==> src/hazard_defs.svh <==
`ifndef HAZARD_DEFS_SVH
`define HAZARD_DEFS_SVH

// datapath widths
`define WORD_W 16
`define REG_W 3

// opcode field
`define OPC_HI 15
`define OPC_LO 11

// register fields of the word
`define RS_HI 10
`define RS_LO 8
`define RT_HI 7
`define RT_LO 5
`define RD_HI 4
`define RD_LO 2

// link register for JAL / JALR
`define LINK_REG 3'd7

// nop is opcode 00001 with all operand bits clear
`define NOP_INST {5'b00001, 11'b0}

`endif

==> src/isaPkg.sv <==
`include "hazard_defs.svh"

package isaPkg;

    // one instruction word as fetched
    typedef logic [`WORD_W-1:0] instWord;

    // register number r0..r7
    typedef logic [`REG_W-1:0] regIdx;

    // major opcode in bits 15..11
    typedef logic [`OPC_HI-`OPC_LO:0] opcode;

    // what the hazard logic needs to know about one word
    typedef struct packed {
        logic  readsRs;
        regIdx rsIdx;
        // second source from bits 7..5
        logic  readsRt;
        regIdx rtIdx;
        logic  regWrt;
        regIdx wrtReg;
        // jumps and branches
        logic  isControl;
        logic  isHalt;
        // siic / RTI
        logic  neverStall;
    } instInfo;

endpackage

==> src/pipePkg.sv <==
package pipePkg;

    // what one stage remembers of its instruction
    typedef struct packed {
        logic          regWrt;
        isaPkg::regIdx wrtReg;
        logic          isControl;
    } stageRec;

    // records of everything issued and still in flight
    typedef struct packed {
        // youngest record that just entered decode
        stageRec d;
        stageRec x;
        stageRec m;
        // oldest record writing back this cycle
        stageRec w;
    } stageSet;

endpackage

==> src/instDecode.sv <==
`include "hazard_defs.svh"

module instDecode (
    input  isaPkg::instWord fetchInst,
    output isaPkg::instInfo info
);
    import isaPkg::*;

    // raw fields
    opcode opc;
    regIdx rsField;
    regIdx rtField;
    regIdx rdField;

    // decoded register use
    logic  readsRs;
    logic  readsRt;
    logic  regWrt;
    regIdx wrtReg;

    assign opc     = fetchInst[`OPC_HI:`OPC_LO];
    assign rsField = fetchInst[`RS_HI:`RS_LO];
    assign rtField = fetchInst[`RT_HI:`RT_LO];
    assign rdField = fetchInst[`RD_HI:`RD_LO];

    // nearly every format reads the first source
    always_comb begin
        casez (opc)
            // halt, nop, siic/RTI
            5'b00000, 5'b00001, 5'b0001?: readsRs = 1'b0;
            // LBI, J, JAL use immediates only
            5'b11000, 5'b00100, 5'b00110: readsRs = 1'b0;
            default: readsRs = 1'b1;
        endcase
    end

    // second source in bits 7..5
    always_comb begin
        casez (opc)
            // ST and STU read the data register
            5'b10000, 5'b10011: readsRt = 1'b1;
            // R-format ALU ops
            5'b1101?, 5'b111??: readsRt = 1'b1;
            default: readsRt = 1'b0;
        endcase
    end

    // destination depends on the format
    always_comb begin
        regWrt = 1'b1;
        wrtReg = rdField;
        casez (opc)
            // R-format and BTR write rd
            5'b1101?, 5'b111??, 5'b11001: wrtReg = rdField;
            // I-format ALU ops and LD write bits 7..5
            5'b010??, 5'b101??, 5'b10001: wrtReg = rtField;
            // STU base update, LBI, SLBI write rs
            5'b10011, 5'b11000, 5'b10010: wrtReg = rsField;
            // link jumps
            5'b0011?: wrtReg = `LINK_REG;
            default: begin
                regWrt = 1'b0;
                wrtReg = '0;
            end
        endcase
    end

    // source indices go out raw and the read flags qualify them
    assign info = '{
        readsRs:    readsRs,
        rsIdx:      rsField,
        readsRt:    readsRt,
        rtIdx:      rtField,
        regWrt:     regWrt,
        wrtReg:     wrtReg,
        // jumps 001xx, branches 011xx
        isControl:  (opc ==? 5'b001??) || (opc ==? 5'b011??),
        isHalt:     (opc == 5'b00000),
        neverStall: (opc ==? 5'b0001?)
    };

endmodule

==> src/hazardDet.sv <==
`include "hazard_defs.svh"

module hazardDet (
    input  logic             arstN,
    input  isaPkg::instWord  fetchInst,
    input  isaPkg::instInfo  fetchInfo,
    input  pipePkg::stageSet stages,
    output isaPkg::instWord  issueInst,
    output logic             pcStall,
    output pipePkg::stageRec issueRec
);
    import isaPkg::*;
    import pipePkg::*;

    // source match terms
    logic rsHit;
    logic rtHit;
    logic dataHazard;

    // control drain terms
    logic ctrlInFlight;
    logic haltDrain;

    logic stallReq;
    logic injectNop;

    // true when this stage will write the given register
    function automatic logic writesReg(stageRec rec, regIdx r);
        return rec.regWrt && (rec.wrtReg == r);
    endfunction

    // W writes before read, so only D, X, M count
    assign rsHit = fetchInfo.readsRs &&
                   (writesReg(stages.d, fetchInfo.rsIdx) ||
                    writesReg(stages.x, fetchInfo.rsIdx) ||
                    writesReg(stages.m, fetchInfo.rsIdx));

    assign rtHit = fetchInfo.readsRt &&
                   (writesReg(stages.d, fetchInfo.rtIdx) ||
                    writesReg(stages.x, fetchInfo.rtIdx) ||
                    writesReg(stages.m, fetchInfo.rtIdx));

    assign dataHazard = rsHit || rtHit;

    // an older jump or branch not yet resolved
    assign ctrlInFlight = stages.d.isControl || stages.x.isControl || stages.m.isControl;

    // halt also waits for the last control to retire
    assign haltDrain = fetchInfo.isHalt && stages.w.isControl;

    // control words only wait on registers; siic/RTI always go
    assign stallReq = !fetchInfo.neverStall &&
                      (dataHazard ||
                       (!fetchInfo.isControl && ctrlInFlight) ||
                       haltDrain);

    // pcStall stays low while in reset
    assign pcStall   = arstN && stallReq;
    assign injectNop = !arstN || stallReq;

    // bubble goes down with an empty record
    assign issueInst = injectNop ? instWord'(`NOP_INST) : fetchInst;
    assign issueRec  = injectNop ? stageRec'('0) :
                       '{regWrt:    fetchInfo.regWrt,
                         wrtReg:    fetchInfo.wrtReg,
                         isControl: fetchInfo.isControl};

endmodule

==> src/stageTracker.sv <==
module stageTracker (
    input  logic             clk,
    input  logic             arstN,
    input  pipePkg::stageRec issueRec,
    output pipePkg::stageSet stages
);
    import pipePkg::*;

    // up to four issued words in flight
    stageSet stageQ;

    // one step down the pipe per clock
    always_ff @(posedge clk or negedge arstN) begin
        if (!arstN) begin
            // empty records with no write and no control
            stageQ <= '0;
        end else begin
            stageQ.d <= issueRec;
            stageQ.x <= stageQ.d;
            stageQ.m <= stageQ.x;
            // w falls off the end next clock
            stageQ.w <= stageQ.m;
        end
    end

    assign stages = stageQ;

endmodule

==> src/pipeHazardCtl.sv <==
module pipeHazardCtl (
    input  logic            clk,
    input  logic            arstN,
    input  isaPkg::instWord fetchInst,
    output isaPkg::instWord issueInst,
    output logic            pcStall
);
    import isaPkg::*;
    import pipePkg::*;

    // decoded fetch word
    instInfo fetchInfo;

    // in-flight records and the one entering D
    stageSet stages;
    stageRec issueRec;

    // register use and class of the fetched word
    instDecode uDecode (
        .fetchInst (fetchInst),
        .info      (fetchInfo)
    );

    // stall and nop injection in the same cycle
    hazardDet uDetect (
        .arstN     (arstN),
        .fetchInst (fetchInst),
        .fetchInfo (fetchInfo),
        .stages    (stages),
        .issueInst (issueInst),
        .pcStall   (pcStall),
        .issueRec  (issueRec)
    );

    // D, X, M, W history
    stageTracker uTracker (
        .clk      (clk),
        .arstN    (arstN),
        .issueRec (issueRec),
        .stages   (stages)
    );

endmodule

==> config.mk <==
export PLATFORM = sky130hd
export DESIGN_NAME = pipeHazardCtl
export DESIGN_NICKNAME = d
export VERILOG_FILES = /design/src/isaPkg.sv /design/src/pipePkg.sv /design/src/instDecode.sv /design/src/hazardDet.sv /design/src/stageTracker.sv /design/src/pipeHazardCtl.sv
export VERILOG_INCLUDE_DIRS = /design/src
export SDC_FILE = /design/constraint.sdc
export NUM_CORES = 1
export LEC_CHECK = 0
export ABC_AREA = 1
export BUFFER_PORTS_ARGS = -buffer_cell sky130_fd_sc_hd__buf_4
export CAP_MARGIN = 20
export CORE_ASPECT_RATIO = 1.5
export CORE_MARGIN = 5
export CORE_UTILIZATION = 46
export DETAILED_ROUTE_END_ITERATION = 10
export PLACE_DENSITY = 0.79
export SYNTH_ARGS = -nofsm -noshare
export SYNTH_HDL_FRONTEND = slang
export SYNTH_SLANG_ARGS = --single-unit
export TNS_END_PERCENT = 30
==> constraint.sdc <==
create_clock -name clk -period 1.3 [get_ports clk]
set_clock_uncertainty 0.05 [all_clocks]
set_input_delay 0.13 -clock clk [delete_from_list [all_inputs] [get_ports clk]]
set_output_delay 0.13 -clock clk [all_outputs]
set_load 0.01 [all_outputs]
==> After elaboration in Yosys (flattened, before gate mapping) <==
Cells that the tools add are included.
{ "totals": {"regBits": 16, "output_inout_bits": 17, "wordCells": 72} }
{ "classes": {"n_eq_ne": 23, "mux": 6, "n_reduce_logical": 33} }
{ "ops": {"columns": ["cell", "n"], "rows": [
  ["5-bit equality test (second input constant)", 6],
  ["3-bit equality test", 6],
  ["16-bit 2-to-1 mux", 1],
  ["1-bit logical AND", 12],
  ["3-bit one-hot mux with 4 select lines", 1],
  ["1-bit logical OR", 11],
  ["5-bit by 3-bit equality test with 1-bit output (second input constant)", 2],
  ["10-bit OR reduction", 1],
  ["3-bit OR reduction", 3],
  ["3-bit by 2-bit equality test with 1-bit output (second input constant)", 2],
  ["3-bit equality test (second input constant)", 2],
  ["6-bit OR reduction", 1],
  ["5-bit by 1-bit equality test with 1-bit output (second input constant)", 1],
  ["5-bit zero test", 1],
  ["5-bit 2-to-1 mux", 1],
  ["4-bit by 1-bit equality test with 1-bit output (second input constant)", 1],
  ["4-bit by 2-bit equality test with 1-bit output (second input constant)", 1],
  ["4-bit equality test (second input constant)", 1],
  ["4-bit OR reduction", 1],
  ["3-bit by 1-bit equality test with 1-bit output (second input constant)", 1],
  ["1-bit zero test", 3],
  ["1-bit 2-to-1 mux", 3]
]} }

==> Longest topological paths before layout <==
{ "depth": {"word_depth": 11, "depth_mapped": 13} }

==> By module <==
Synthesis repeated with hierarchy kept, for this count alone.
{ "hier_totals": {"cells_unflattened": 216, "hier_area_um2": 1377.6} }
{ "by_module_without_submodules": {"columns": ["module", "n_inst", "cells_per_inst", "area_per_inst_um2"], "rows": [
  ["hazardDet", 1, 138, 565.5],
  ["stageTracker", 1, 20, 500.5],
  ["instDecode", 1, 58, 311.5]
]} }

==> Least setup slack after synthesis <==
No wires, ideal clock.
{ "synth_timing": {"kind": "register to output", "startpoint": "reg uTracker.stageQ, in the netlist uTracker.stages[12]", "endpoint": "out issueInst[0]", "arrival_time_ns": 1.230, "path_slack_ns": -0.110, "stages_incl_launch_ff": 11, "n_path_buf": 1, "path_cell_list": "dfrtp_1 o21ai_0 nor2_1 nand2_1 nand3_1 nand2_2 nand3_2 nand2_2 nand2_2 buf_6 nor2_2"} }
{ "synth_via": {"elab_chain_len": 11, "elab_cells_between_ends": 16} }
{ "synth_lines": {"columns": ["element", "line_no", "source"], "rows": [
  ["start: declaration", "stageTracker.sv:10", "stageSet stageQ;"],
  ["3-bit equality test", "hazardDet.sv:29", "return rec.regWrt && (rec.wrtReg == r);"],
  ["1-bit logical AND", "hazardDet.sv:29", null],
  ["1-bit logical OR (on tied branches)", "hazardDet.sv:34, hazardDet.sv:39", null],
  ["1-bit logical OR (on tied branches)", "hazardDet.sv:35, hazardDet.sv:40", null],
  ["1-bit logical AND (on tied branches)", "hazardDet.sv:33, hazardDet.sv:38", null],
  ["1-bit logical OR (*)", "hazardDet.sv:43", "assign dataHazard = rsHit || rtHit;"],
  ["1-bit logical OR (*)", "hazardDet.sv:53", "(dataHazard ||"],
  ["1-bit logical OR (*)", "hazardDet.sv:54", "(!fetchInfo.isControl && ctrlInFlight) ||"],
  ["1-bit logical AND (*)", "hazardDet.sv:52", "assign stallReq = !fetchInfo.neverStall &&"],
  ["1-bit logical OR (*)", "hazardDet.sv:59", "assign injectNop = !arstN || stallReq;"],
  ["16-bit 2-to-1 mux (*)", "hazardDet.sv:62", "assign issueInst = injectNop ? instWord'(`NOP_INST) : fetchInst;"],
  ["end: declaration", "pipeHazardCtl.sv:5", "output isaPkg::instWord issueInst,"]
]} }
Every way passes the cells marked *; elsewhere a longest branch is shown, timed or not.

==> Worst setup path after layout <==
{ "layout_timing": {"startpoint": "reg uTracker.stageQ, in the netlist uTracker.stages[18]", "endpoint": "out issueInst[5]"} }
The elaborated chain is that of the path after synthesis.

==> summary.txt <==
GRT
  • Largest net degree at the start of global routing: 17
  • GRT Overall Usage: 23.0%
  • Remaining global-route overflow: 0
  • First-pass GRT wire length: 6610 um
  • Vias in the first global route: 1541
  • Antenna violations before repair: 0

Timing
  • Final period util: 154%
  • Setup violation total in the final timing report: 22
  • Unrepaired setup endpoints after global routing: true
  • Setup ws final: -0.704 ns
  • Final Max Slew Viols: 0
  • Hold Violations, Final: 0
  • Final hold slack: 0.146 ns
  • Final worst path period need: 2.00 ns
  • Fmax: 499 MHz
  • Slew margin rel.: 80.4%
  • Slew of the pin with the lowest slew margin: 0.292 ns

Min path
  • Min-delay worst type: in2reg
  • Hold Path Depth: 4
  • Hold path startpoint: fetchInst[5]
  • WHS Endpoint: uTracker.stages[16]$_DFF_PN0_

Drt
  • Via density: 5.08
  • DR iter-0 viols: 37
  • DR vias: 1422
  • Antenna Violating Nets Remaining: 0
  • WL/cell: 13.0 um
  • Detailed Routing Iterations Pass 1: 4
  • Post-route DRC: 0
  • Drt total wl: 3640 um

Setup path
  • RR Endpoint: uTracker.stages[17]$_DFF_PN0_
  • CP max stage delay: 0.42 ns
  • CP Max Fanout: 5
  • Worst r2r src: uTracker.stages[18]$_DFF_PN0_
  • Setup slack, reg-to-reg: -0.44 ns
  • Crit path kind: reg2out
  • Worst path slowest cell: dfrtp_1
  • Worst Reg-to-Reg Cells: 14
  • Worst setup EP type: primary output
  • CP Launch Type: flip-flop
  • Crit path DAT: 1.82 ns
  • Worst path cell trace: inv_1 > nand2_1 > nand2_1 > nor2_1 > nand2_1 > nand3_2 > nand2_2 > nand3_2 > nand2_2 > nand2_4 > buf_12 > nor2_4 > buf_6
  • Crit path top cell by count: nand2_1
  • CP required: 1.12 ns

Logic synthesis
  • Yosys reg bits: 16
  • Synthesis warning total: 0
  • Post-synthesis cell count: 188
  • Seq/Total Area, Yosys: 33.8%
  • Synthesized area: 1180 um2
  • Post-synth top area cell: dfrtp_1
  • Syn_nets: 206
  • Yosys cell types: 16
  • Area contributors post-synth: dfrtp_1 (34%), nand2_1 (20%), nor2_2 (12%), inv_1 (8.9%), nor2_1 (8.2%)
  • Avg Synthesized Cell Area: 6.30 um2
  • Post-synth top area share: 33.8%

Outcome
  • Failing checks: negative setup slack
  • Status: complete, but fails checks

Placement
  • Detailed placement HPWL: 2540 um
  • Placed cell area: 1700 um2
  • Place WS: -0.367 ns
  • Placed cell count: 273
  • Placer Congestion: 0.937
  • IO Port Bufs: 34

Power
  • Final Total Pwr: 1.56 mW
  • Worst VDD drop: 0.564 mV
  • Leakage: 1.02 nW
  • P per Cell Area: 813 nW/um2

CTS
  • Clk root buf: clkbuf_4
  • CTS Buf Count: 3
  • CTS tree: built
  • Clk_lat worst skew: 0.28 ns
  • Clock sinks: 16
  • Clock-pin slew on the worst setup and hold paths: 0.09 ns
  • Clock Tree Buf Depth: 2
  • CTS H-tree depth: 1

Finish
  • Reg area: 402 um2
  • N_diodes: 0
  • Synth-to-Final Area Change: 62.4%
  • Share of layout cells above drive strength 1: 42.6%
  • Final-layout fill cell count: 163
  • Nets: 276
  • Finished Cell Area: 1920 um2
  • Area of the multi-input gates: 753 um2
  • Fin cells: 280
  • Max reg flops: 16

Floorplan
  • Num rows: 22
  • Die width: 51.4 um
  • Die Ht: 72.1 um
  • Core ar.: 2450 um2
  • Initial Util: 48.3%
  • I/O pin count: 35
  • Die area: 3710 um2

Job
  • Max-Cap Viols: 0
## metal layers
metal	global-route usage [%]	share of wire, %	vias to the layer above
met1	25.1	35	656
met3	2.87	4.4	16
li1	-	-	708
met5	0	0	-
met4	12.2	4.1	0
met2	42.1	56	42
## kinds of logic after synthesis
group	Yosys count	share of synthesized area, %
and+or+nand+nor	128	48.4
buffers and inverters	31	11.4
AOI/OAI and AO/OA	13	6.34
DFF	16	33.8
## cells in the mapped netlist
master,number
o21ai_0,4
nor2_2,22
nor3_1,2
dfrtp_1,16
a21oi_1,5
nand3_2,1
buf_4,1
nor2_1,26
nand3_1,9
o211ai_1,4
inv_1,28
nand2_2,3
nor2_4,1
nand2_1,63
buf_6,2
nor4_1,1
## through the flow
stage / util (%) / setup TNS (ns)
after floorplan: - / -1.74
after global placement: 69.5 / -5.97
after detailed placement: 69.5 / -6.80
after CTS: 76.4 / -12.43
after global routing: 78.4 / -15.45
final: 78.4 / -13.26
## worst max-delay path, delay by kind of cell (launching register included)
| family | cells | cell delay [ns] |
|---|---|---|
| buffers and inverters | 3 | 0.36 |
| DFF | 1 | 0.42 |
| and+or+nand+nor | 10 | 0.78 |
## what timing repair did
action	4_1_cts	5_1_grt
hold buffers	1	0
pin swaps	11	10
endpoints found under the setup margin	22	22
endpoints found under the hold margin	16	0
cloned	1	0
buffers inserted	2	0
resized for setup	24	16
## layout make-up
class                   instances  share of cell area (%)
repair buffers                 68                    31.7
well taps                      24                    1.56
multi-input cells             141                    39.2
flip-flops and latches         16                    20.9
clock buffers                   3                    1.17
inverters                      28                    5.47
## worst max path at each step
stage	slack, ns	start	to	cells past startpoint
after floorplan	-0.10	uTracker.stages[16]$_DFF_PN0_	issueInst[10]	12
after global placement	-0.31	uTracker.stages[16]$_DFF_PN0_	issueInst[10]	13
after detailed placement	-0.37	uTracker.stages[16]$_DFF_PN0_	issueInst[5]	13
after CTS	-0.66	uTracker.stages[17]$_DFF_PN0_	issueInst[7]	13
after global routing	-0.80	uTracker.stages[18]$_DFF_PN0_	issueInst[12]	13
final	-0.70	uTracker.stages[18]$_DFF_PN0_	issueInst[5]	13
## cell usage in the layout (no fill, tap or decap), drive strengths merged
master / n
dfrtp: 16
buf: 67
nand3: 10
o21ai: 4
nor3: 2
nand2: 66
a21oi: 5
nor4: 1
dlygate4sd3: 1
nor2: 49
inv: 28
o211ai: 4
clkbuf: 3
## power by group
group	switching, mW	total [mW]	internal [mW]	leakage, nW
Sequential	0.0403	0.582	0.542	0.213
Clock	0.148	0.255	0.107	0.0138
Combinational	0.366	0.725	0.360	0.795
Note: power is estimated with default switching activity, not from simulation.
